--- src/design/cp0_pkg.sv ---
`default_nettype none

package cp0_pkg;

    // CP0 register numbers used by MFC0/MTC0.
    typedef enum logic [4:0] {
        INDEX    = 5'd0,
        ENTRYLO0 = 5'd2,
        ENTRYLO1 = 5'd3,
        BADVADDR = 5'd8,
        COUNT    = 5'd9,
        ENTRYHI  = 5'd10,
        COMPARE  = 5'd11,
        STATUS   = 5'd12,
        CAUSE    = 5'd13,
        EPC      = 5'd14,
        EBASE    = 5'd15
    } cp0_reg_e;

    // Cause.ExcCode values.
    typedef enum logic [4:0] {
        INT  = 5'd0,
        MOD  = 5'd1,
        TLBL = 5'd2,
        TLBS = 5'd3,
        ADEL = 5'd4,
        SYS  = 5'd8,
        BP   = 5'd9,
        RI   = 5'd10,
        OV   = 5'd12
    } exc_code_e;

    localparam logic [31:0] STATUS_RESET = 32'h1000_0000;
    localparam logic [31:0] EBASE_RESET  = 32'h8000_0000;

    // General exception vector offset from EBase.
    localparam logic [31:0] EXC_OFFSET   = 32'h0000_0180;

endpackage

`default_nettype wire

--- src/design/cp0_regs.sv ---
`timescale 1ns/1ps
`default_nettype none

module cp0_regs #(
    parameter int TLB_ENTRIES = 16,
    localparam int IDX_W = (TLB_ENTRIES > 1) ? $clog2(TLB_ENTRIES) : 1
) (
    input  wire                  clk,
    input  wire                  rst_n,
    input  wire  [4:0]           rd_addr_i,
    output logic [31:0]          rd_data_o,
    input  wire                  we_i,
    input  wire  [4:0]           wr_addr_i,
    input  wire  [31:0]          wr_data_i,
    input  wire  [5:0]           hardware_int_i,
    input  wire                  en_exp_i,
    input  cp0_pkg::exc_code_e   exp_code_i,
    input  wire                  exp_bd_i,
    input  wire  [31:0]          exp_epc_i,
    input  wire  [31:0]          exp_bad_vaddr_i,
    input  wire                  clean_exl_i,
    output logic                 timer_int_o,
    output logic                 allow_int_o,
    output logic                 status_exl_o,
    output logic [1:0]           software_int_o,
    output logic [31:0]          epc_o,
    output logic [19:0]          ebase_o,
    output logic [18:0]          entry_hi_vpn2_o,
    output logic [25:0]          lo0_o,
    output logic [25:0]          lo1_o,
    output logic [IDX_W-1:0]     index_o
);

    logic [31:0]      count_q;
    logic [31:0]      compare_q;
    logic             timer_int_q;
    logic             status_um_q;
    logic             status_exl_q;
    logic             status_ie_q;
    logic [17:0]      ebase_q;
    logic             cause_bd_q;
    logic [1:0]       cause_ip_q;
    logic [4:0]       cause_code_q;

    logic [31:0]      epc_q;
    logic [31:0]      badvaddr_q;
    logic [18:0]      entry_hi_q;
    // EntryLo halves are kept as {PFN, D, V}.
    logic [25:0]      lo0_q;
    logic [25:0]      lo1_q;
    logic [IDX_W-1:0] index_q;

    assign timer_int_o     = timer_int_q;
    assign allow_int_o     = !status_exl_q && status_ie_q;
    assign status_exl_o    = status_exl_q;
    assign software_int_o  = cause_ip_q;
    assign epc_o           = epc_q;
    assign ebase_o         = {2'b10, ebase_q};
    assign entry_hi_vpn2_o = entry_hi_q;
    assign lo0_o           = lo0_q;
    assign lo1_o           = lo1_q;
    assign index_o         = index_q;

    always_comb begin
        case (rd_addr_i)
            cp0_pkg::INDEX:    rd_data_o = {{(32-IDX_W){1'b0}}, index_q};
            cp0_pkg::ENTRYLO0: rd_data_o = {2'b0, lo0_q[25:2], 3'b0, lo0_q[1:0], 1'b0};
            cp0_pkg::ENTRYLO1: rd_data_o = {2'b0, lo1_q[25:2], 3'b0, lo1_q[1:0], 1'b0};
            cp0_pkg::BADVADDR: rd_data_o = badvaddr_q;
            cp0_pkg::COUNT:    rd_data_o = count_q;
            cp0_pkg::ENTRYHI:  rd_data_o = {entry_hi_q, 13'b0};
            cp0_pkg::COMPARE:  rd_data_o = compare_q;
            cp0_pkg::STATUS: begin
                rd_data_o = {27'b0, status_um_q, 2'b00, status_exl_q, status_ie_q};
            end
            // Interrupt pending bits show the live hardware lines.
            cp0_pkg::CAUSE: begin
                rd_data_o = {cause_bd_q, 15'b0, hardware_int_i, cause_ip_q, 1'b0,
                             cause_code_q, 2'b00};
            end
            cp0_pkg::EPC:      rd_data_o = epc_q;
            cp0_pkg::EBASE:    rd_data_o = {2'b10, ebase_q, 12'b0};
            default:           rd_data_o = 32'b0;
        endcase
    end

    always_ff @(posedge clk or negedge rst_n) begin
        if (!rst_n) begin
            count_q      <= 32'b0;
            compare_q    <= 32'b0;
            timer_int_q  <= 1'b0;
            status_um_q  <= cp0_pkg::STATUS_RESET[4];
            status_exl_q <= cp0_pkg::STATUS_RESET[1];
            status_ie_q  <= cp0_pkg::STATUS_RESET[0];
            ebase_q      <= cp0_pkg::EBASE_RESET[29:12];
            cause_bd_q   <= 1'b0;
            cause_ip_q   <= 2'b0;
            cause_code_q <= 5'b0;
        end else begin
            count_q <= count_q + 32'd1;
            // A zero Compare never fires the timer.
            if (compare_q != 32'b0 && compare_q == count_q) begin
                timer_int_q <= 1'b1;
            end
            if (we_i) begin
                case (wr_addr_i)
                    cp0_pkg::COMPARE: begin
                        compare_q   <= wr_data_i;
                        timer_int_q <= 1'b0;
                    end
                    cp0_pkg::COUNT: count_q <= wr_data_i;
                    cp0_pkg::EBASE: ebase_q <= wr_data_i[29:12];
                    cp0_pkg::CAUSE: cause_ip_q <= wr_data_i[9:8];
                    cp0_pkg::STATUS: begin
                        status_um_q  <= wr_data_i[4];
                        status_exl_q <= wr_data_i[1];
                        status_ie_q  <= wr_data_i[0];
                    end
                    default: ;
                endcase
            end
            if (en_exp_i) begin
                status_exl_q <= 1'b1;
                cause_bd_q   <= exp_bd_i;
                cause_code_q <= exp_code_i;
            end
            if (clean_exl_i) begin
                status_exl_q <= 1'b0;
            end
        end
    end

    always_ff @(posedge clk) begin
        if (we_i) begin
            case (wr_addr_i)
                cp0_pkg::EPC:      epc_q <= wr_data_i;
                cp0_pkg::ENTRYHI:  entry_hi_q <= wr_data_i[31:13];
                cp0_pkg::ENTRYLO0: lo0_q <= {wr_data_i[29:6], wr_data_i[2:1]};
                cp0_pkg::ENTRYLO1: lo1_q <= {wr_data_i[29:6], wr_data_i[2:1]};
                cp0_pkg::INDEX:    index_q <= wr_data_i[IDX_W-1:0];
                default: ;
            endcase
        end
        // Exception capture wins over a same-cycle MTC0.
        if (en_exp_i) begin
            epc_q      <= exp_epc_i;
            badvaddr_q <= exp_bad_vaddr_i;
        end
    end

endmodule

`default_nettype wire

--- src/design/cp0_top.sv ---
`timescale 1ns/1ps
`default_nettype none

module cp0_top #(
    parameter int TLB_ENTRIES = 16,
    localparam int IDX_W = (TLB_ENTRIES > 1) ? $clog2(TLB_ENTRIES) : 1
) (
    input  wire         clk,
    input  wire         rst_n,
    input  wire  [4:0]  rd_addr_i,
    output logic [31:0] rd_data_o,
    input  wire         we_i,
    input  wire  [4:0]  wr_addr_i,
    input  wire  [31:0] wr_data_i,
    input  wire  [5:0]  hardware_int_i,
    input  wire         tlbwi_i,
    input  wire         eret_i,
    input  wire         instr_valid_i,
    input  wire  [31:0] pc_i,
    input  wire         in_delay_slot_i,
    input  wire         exc_ri_i,
    input  wire         exc_syscall_i,
    input  wire         exc_break_i,
    input  wire         exc_ov_i,
    input  wire         mem_load_i,
    input  wire         mem_store_i,
    input  wire  [31:0] mem_vaddr_i,
    output logic [31:0] mem_paddr_o,
    output logic        flush_o,
    output logic [31:0] target_pc_o,
    output logic        timer_int_o
);

    logic               status_exl;
    logic               allow_int;
    logic [1:0]         software_int;
    logic [31:0]        epc;
    logic [19:0]        ebase;
    logic [18:0]        entry_hi_vpn2;
    logic [25:0]        lo0;
    logic [25:0]        lo1;
    logic [IDX_W-1:0]   index;
    logic               en_exp;
    cp0_pkg::exc_code_e exp_code;
    logic               exp_bd;
    logic [31:0]        exp_epc;
    logic [31:0]        exp_bad_vaddr;
    logic               clean_exl;
    logic               tlb_miss;
    logic               tlb_mod;

    cp0_regs #(.TLB_ENTRIES(TLB_ENTRIES)) u_regs (
        .clk, .rst_n, .rd_addr_i, .rd_data_o, .we_i, .wr_addr_i, .wr_data_i,
        .hardware_int_i,
        .en_exp_i(en_exp), .exp_code_i(exp_code), .exp_bd_i(exp_bd),
        .exp_epc_i(exp_epc), .exp_bad_vaddr_i(exp_bad_vaddr), .clean_exl_i(clean_exl),
        .timer_int_o, .allow_int_o(allow_int), .status_exl_o(status_exl),
        .software_int_o(software_int), .epc_o(epc), .ebase_o(ebase),
        .entry_hi_vpn2_o(entry_hi_vpn2), .lo0_o(lo0), .lo1_o(lo1), .index_o(index)
    );

    exc_prioritizer u_exc (
        .instr_valid_i, .pc_i, .in_delay_slot_i, .exc_ri_i, .exc_syscall_i,
        .exc_break_i, .exc_ov_i, .eret_i, .hardware_int_i,
        .software_int_i(software_int), .timer_int_i(timer_int_o), .allow_int_i(allow_int),
        .tlb_miss_i(tlb_miss), .tlb_mod_i(tlb_mod), .mem_store_i, .mem_vaddr_i,
        .epc_i(epc), .ebase_i(ebase),
        .en_exp_o(en_exp), .exp_code_o(exp_code), .exp_bd_o(exp_bd), .exp_epc_o(exp_epc),
        .exp_bad_vaddr_o(exp_bad_vaddr), .clean_exl_o(clean_exl), .flush_o, .target_pc_o
    );

    tlb_mmu #(.TLB_ENTRIES(TLB_ENTRIES)) u_tlb (
        .clk, .rst_n, .tlbwi_i, .index_i(index), .entry_hi_vpn2_i(entry_hi_vpn2),
        .lo0_i(lo0), .lo1_i(lo1), .mem_load_i, .mem_store_i, .mem_vaddr_i,
        .mem_paddr_o, .tlb_miss_o(tlb_miss), .tlb_mod_o(tlb_mod)
    );

endmodule

`default_nettype wire

--- src/design/exc_prioritizer.sv ---
`timescale 1ns/1ps
`default_nettype none

module exc_prioritizer (
    input  wire                 instr_valid_i,
    input  wire  [31:0]         pc_i,
    input  wire                 in_delay_slot_i,
    input  wire                 exc_ri_i,
    input  wire                 exc_syscall_i,
    input  wire                 exc_break_i,
    input  wire                 exc_ov_i,
    input  wire                 eret_i,
    input  wire  [5:0]          hardware_int_i,
    input  wire  [1:0]          software_int_i,
    input  wire                 timer_int_i,
    input  wire                 allow_int_i,
    input  wire                 tlb_miss_i,
    input  wire                 tlb_mod_i,
    input  wire                 mem_store_i,
    input  wire  [31:0]         mem_vaddr_i,
    input  wire  [31:0]         epc_i,
    input  wire  [19:0]         ebase_i,
    output logic                en_exp_o,
    output cp0_pkg::exc_code_e  exp_code_o,
    output logic                exp_bd_o,
    output logic [31:0]         exp_epc_o,
    output logic [31:0]         exp_bad_vaddr_o,
    output logic                clean_exl_o,
    output logic                flush_o,
    output logic [31:0]         target_pc_o
);

    logic int_pending;
    logic fetch_adel;
    logic exc_any;

    assign int_pending = allow_int_i &&
                         ((|hardware_int_i) || (|software_int_i) || timer_int_i);

    // Instruction fetch must be word aligned.
    assign fetch_adel = pc_i[1:0] != 2'b00;

    always_comb begin
        exc_any         = 1'b1;
        exp_code_o      = cp0_pkg::INT;
        exp_bad_vaddr_o = 32'b0;
        if (int_pending) begin
            exp_code_o = cp0_pkg::INT;
        end else if (fetch_adel) begin
            exp_code_o      = cp0_pkg::ADEL;
            exp_bad_vaddr_o = pc_i;
        end else if (exc_ri_i) begin
            exp_code_o = cp0_pkg::RI;
        end else if (exc_syscall_i) begin
            exp_code_o = cp0_pkg::SYS;
        end else if (exc_break_i) begin
            exp_code_o = cp0_pkg::BP;
        end else if (exc_ov_i) begin
            exp_code_o = cp0_pkg::OV;
        end else if (tlb_mod_i) begin
            exp_code_o      = cp0_pkg::MOD;
            exp_bad_vaddr_o = mem_vaddr_i;
        end else if (tlb_miss_i) begin
            exp_code_o      = mem_store_i ? cp0_pkg::TLBS : cp0_pkg::TLBL;
            exp_bad_vaddr_o = mem_vaddr_i;
        end else begin
            exc_any = 1'b0;
        end
    end

    assign en_exp_o    = instr_valid_i && exc_any;
    assign clean_exl_o = instr_valid_i && eret_i && !exc_any;
    assign flush_o     = en_exp_o || clean_exl_o;

    // A delay-slot fault restarts at the branch.
    assign exp_bd_o  = in_delay_slot_i;
    assign exp_epc_o = in_delay_slot_i ? pc_i - 32'd4 : pc_i;

    assign target_pc_o = en_exp_o ? {ebase_i, 12'b0} + cp0_pkg::EXC_OFFSET : epc_i;

endmodule

`default_nettype wire

--- src/design/tlb_mmu.sv ---
`timescale 1ns/1ps
`default_nettype none

module tlb_mmu #(
    parameter int TLB_ENTRIES = 16,
    localparam int IDX_W = (TLB_ENTRIES > 1) ? $clog2(TLB_ENTRIES) : 1
) (
    input  wire              clk,
    input  wire              rst_n,
    input  wire              tlbwi_i,
    input  wire  [IDX_W-1:0] index_i,
    input  wire  [18:0]      entry_hi_vpn2_i,
    input  wire  [25:0]      lo0_i,
    input  wire  [25:0]      lo1_i,
    input  wire              mem_load_i,
    input  wire              mem_store_i,
    input  wire  [31:0]      mem_vaddr_i,
    output logic [31:0]      mem_paddr_o,
    output logic             tlb_miss_o,
    output logic             tlb_mod_o
);

    logic [TLB_ENTRIES-1:0] entry_valid_q;
    logic [18:0]            vpn2_q [TLB_ENTRIES];
    logic [25:0]            lo0_q  [TLB_ENTRIES];
    logic [25:0]            lo1_q  [TLB_ENTRIES];

    logic        unmapped;
    logic        access;
    logic        hit;
    logic [25:0] hit_lo;
    logic        page_d;
    logic        page_v;

    always_ff @(posedge clk or negedge rst_n) begin
        if (!rst_n) begin
            entry_valid_q <= '0;
        end else if (tlbwi_i) begin
            entry_valid_q[index_i] <= 1'b1;
        end
    end

    always_ff @(posedge clk) begin
        if (tlbwi_i) begin
            vpn2_q[index_i] <= entry_hi_vpn2_i;
            lo0_q[index_i]  <= lo0_i;
            lo1_q[index_i]  <= lo1_i;
        end
    end

    // kseg0 and kseg1 are direct mapped.
    assign unmapped = mem_vaddr_i[31:30] == 2'b10;
    assign access   = mem_load_i || mem_store_i;

    // Lowest matching entry wins.
    always_comb begin
        hit    = 1'b0;
        hit_lo = '0;
        for (int i = 0; i < TLB_ENTRIES; i++) begin
            if (!hit && entry_valid_q[i] && vpn2_q[i] == mem_vaddr_i[31:13]) begin
                hit    = 1'b1;
                hit_lo = mem_vaddr_i[12] ? lo1_q[i] : lo0_q[i];
            end
        end
    end

    assign page_d = hit_lo[1];
    assign page_v = hit_lo[0];

    assign mem_paddr_o = unmapped ? {3'b000, mem_vaddr_i[28:0]}
                                  : {hit_lo[21:2], mem_vaddr_i[11:0]};

    assign tlb_miss_o = access && !unmapped && (!hit || !page_v);
    assign tlb_mod_o  = mem_store_i && !unmapped && hit && page_v && !page_d;

endmodule

`default_nettype wire

--- config.mk ---
export PLATFORM = sky130hd
export DESIGN_NAME = cp0_top
export DESIGN_NICKNAME = d
export VERILOG_FILES = /design/src/design/cp0_pkg.sv /design/src/design/cp0_regs.sv /design/src/design/cp0_top.sv /design/src/design/exc_prioritizer.sv /design/src/design/tlb_mmu.sv
export SDC_FILE = /design/constraint.sdc
export NUM_CORES = 2
export LEC_CHECK = 0
export ABC_CLOCK_PERIOD_IN_PS = 11200
export BUFFER_PORTS_ARGS = -buffer_cell sky130_fd_sc_hd__buf_4
export CAP_MARGIN = 0
export CORE_MARGIN = 2
export CORE_UTILIZATION = 65
export DETAILED_ROUTE_END_ITERATION = 10
export GPL_TIMING_DRIVEN = 0
export PLACE_DENSITY = 0.82
export SLEW_MARGIN = 5
export SYNTH_ARGS = -nofsm -noshare
export SYNTH_HDL_FRONTEND = slang
export SYNTH_SLANG_ARGS = --single-unit
export TNS_END_PERCENT = 1
--- constraint.sdc ---
create_clock -name clk -period 11.2 [get_ports clk]
set_input_delay 1.68 -clock clk [delete_from_list [all_inputs] [get_ports clk]]
set_output_delay 1.68 -clock clk [all_outputs]
set_load 0.01 [all_outputs]
==> summary.txt <==
Run status
  • Status: complete, but fails checks
  • Failing checks: design-rule violations

Detailed routing
  • First-pass DRT Iterations: 11
  • Routed vias/inst: 7.09
  • WL/cell: 33.1 um
  • Via count: 35,400
  • # DRC: 1
  • First DRT Iteration DRCs: 5,608
  • Post-route ant nets: 0
  • Routed wire length: 165,000 um

Synth
  • Synthesized area per cell: 15.5 um^2
  • Mapped Nets: 3,571
  • Synth cell count leaders: 1,147 x edfxtp_1, 239 x mux2_2, 239 x xor2_1
  • Seq cells post-synth: 1,256
  • Count leader, synth: edfxtp_1
  • Ranking of synthesized cells by area: edfxtp_1 64%, dfrtp_1 5.1%, mux2_2 5.0%
  • Post-synth ARST share: 0.0868
  • Synth area leader: edfxtp_1
  • Seq/Total Area, Yosys: 0.695
  • Yosys Warn Count: 0
  • Unique masters post-synth: 70
  • Dominant synthesized flop cell: edfxtp_1
  • EDFF count, synth: 1,147
  • Top-area cell type share of the netlist area: 0.644
  • Cell area after synthesis: 53,500 um^2
  • Cells after Synth: 3,444

Placed design
  • Dpl hpwl: 106,000 um
  • PortBufs: 199
  • RePlAce Congestion: 1.02

STA
  • Final hold vios: 0
  • Post-Route Skew: 0.0304 ns
  • Final Cycle Share: 0.774
  • Fmax: 115 MHz
  • Unrepaired setup endpoints after global routing: no
  • Slew margin rel.: 0.0171
  • Pins Over Slew Limit: 0
  • Actual slew at the worst max-slew pin: 1.47 ns
  • Fin Setup TNS: 0 ns
  • Setup Viol. Count Final: 0
  • Post-layout min period: 8.67 ns
  • Final Hold Slack: 0.468 ns

GRT
  • First-pass GRT wire length: 234,000 um
  • Initial antenna violation count: 9
  • Largest net degree at the start of global routing: 76
  • Total gr overflow: 0
  • Gr usage total: 0.384
  • Vias in the first global route: 34,900

Final layout
  • Synth-to-Final Area Change: 15.1%
  • Share of cells above drive strength 1: 0.206
  • Final nets: 3,938
  • Reg area: 37,200 um^2
  • Fillers: 4,643
  • Multi-input logic area: 15,500 um^2

CTS
  • Post-cts sizing count: 0
  • Worst-case clock buffer depth: 3
  • Root buffer cell: clkbuf_16
  • CTS tree: yes
  • Setup Fix Bufs, Post-CTS: 0
  • Worst-path clk slew: 0.06 ns
  • Clock Sinks: 1,256
  • Hold-fix buffers, CTS: 0
  • H-tree depth: 3
  • Clock latency on the worst-skew pair: 0.72 ns
  • Total CTS buffers: 116

Job
  • Max-Cap Viols: 0

Floorplanning
  • Core area: 81,800 um^2
  • I/O Pins: 223
  • Starting density of the core: 0.654
  • Die extent in x: 291 um
  • Die footprint: 84,600 um^2
  • Row count: 105
  • Die Span Y: 291 um

Worst setup path
  • CP required: 9.52 ns
  • Setup crit end kind: output pin
  • CP Class: in -> out
  • Critical path arrival: 6.99 ns
  • Worst r2r path cells: 14
  • Worst Path Max Fanout: 10
  • Startpoint types: input port

Power
  • Peak supply drop: 137 uV
  • Power Density: 171 nW/um^2
  • Static Leak: 21.3 nW

Min path
  • Hold Path Class: reg -> reg
  • Hold Crit Depth: 1
-- critical path, stage by stage --
cell,delay [ns]
buf_2,0.20
buf_2,0.35
buf_2,0.37
buf_2,0.39
clkbuf_1,0.59
buf_1,0.75
buf_1,0.81
mux2i_1,0.27
o2111ai_1,0.24
a221oi_1,0.58
nand3_1,0.21
o21ai_0,0.20
a21oi_1,0.16
buf_4,0.17
-- cell families (layout without fill, tap and decap cells) --
| kind of cell | count (synthesis) | after routing | synth area share |
|---|---|---|---|
| multiplexers | 452 | 452 | 0.0904 |
| adder cells (fa/ha/maj) | 2 | 2 | 0.000468 |
| XOR/XNOR | 395 | 395 | 0.0647 |
| AND/OR/NAND/NOR | 717 | 717 | 0.0726 |
| other | 0 | 6 | 0 |
| flip-flops | 1256 | 1256 | 0.695 |
| buffers and inverters | 193 | 660 | 0.0180 |
| AO/OA/AOI/OAI | 429 | 429 | 0.0590 |
-- per-layer routing --
layer	part of all wire	track usage
met1	0.34	0.501
met2	0.46	0.604
met3	0.13	0.0903
met4	0.064	0.213
met5	0.000061	0
-- worst paths after layout --
path | to | from | slack, ns
max | mem_paddr_o[25] | mem_vaddr_i[12] | 2.53
min | u_tlb.entry_valid_q[2] | u_tlb.entry_valid_q[2] | 0.47
max reg2reg | u_regs.epc_o[6] | u_tlb.vpn2_q[6][15] | 6.09
min reg2reg | u_tlb.entry_valid_q[2] | u_tlb.entry_valid_q[2] | 0.47
max in group asynchronous | u_regs.software_int_o[0] | rst_n | 9.43
min in group asynchronous | u_regs.cause_code_q[2] | rst_n | 0.92
-- registers in the layout, indices dropped and copies added (netlist names), 18 cells and up --
register and count:
u_regs.compare_q 32, u_tlb.lo1_q 352, u_regs.epc_o 32, u_regs.entry_hi_vpn2_o 19
u_regs.ebase_q 18, u_regs.lo0_o 26, u_regs.badvaddr_q 32, u_regs.lo1_o 26
u_regs.count_q 32, u_tlb.vpn2_q 304, u_tlb.lo0_q 352
-- power breakdown --
group | switching (W) | internal (W) | leakage, nW
combinational | 0.000427 | 0.000311 | 7.50
sequential | 0.000170 | 0.00519 | 11.7
clock | 0.00179 | 0.00261 | 2.07
-- final cells by class --
| type | instances | area share |
|---|---|---|
| tap | 1070 | 0.0217 |
| multi-input combinational | 1995 | 0.252 |
| sequential | 1256 | 0.604 |
| antenna | 6 | 0.000244 |
| timing repair buffer | 249 | 0.0374 |
| clock inverter | 76 | 0.0183 |
| inverter | 7 | 0.000427 |
| buffer | 186 | 0.0152 |
| clock buffer | 142 | 0.0509 |
-- layout by cell type, fill, tap and decap left out, drive strengths merged, types with 17 or more instances in the layout --
| cell type | Yosys | final |
|---|---|---|
| mux2i | 204 | 204 |
| a22o | 46 | 46 |
| nand4 | 102 | 102 |
| nand3 | 64 | 64 |
| o21ai | 52 | 52 |
| a221oi | 36 | 36 |
| clkbuf | 86 | 228 |
| or2 | 20 | 20 |
| a22oi | 92 | 92 |
| xnor2 | 156 | 156 |
| nor3 | 51 | 51 |
| buf | 100 | 349 |
| o22ai | 20 | 20 |
| bufinv | 0 | 27 |
| dfrtp | 109 | 109 |
| mux2 | 248 | 248 |
| nor4b | 30 | 30 |
| xor2 | 239 | 239 |
| o221ai | 23 | 23 |
| nor4 | 98 | 98 |
| edfxtp | 1147 | 1147 |
| nor2 | 122 | 122 |
| nor2b | 21 | 21 |
| o32ai | 17 | 17 |
| a21oi | 60 | 60 |
| nand2 | 117 | 117 |
| clkinv | 0 | 39 |
| nand2b | 19 | 19 |
-- stage by stage --
stage          utilization  area (um^2)  cells  worst slack [ns]  power [W]
5_1_grt              0.752        61600   4981              2.37     0.0107
6_report             0.752        61600   4987              2.53     0.0105
3_3_place_gp         0.688        56300   4713              1.43    0.00613
3_5_place_dp         0.700        57300   4762              2.63    0.00615
2_1_floorplan            -        53500   3444              4.13    0.00581
4_1_cts              0.752        61500   4980              2.55     0.0104
Power figures use the tool's default switching activity.
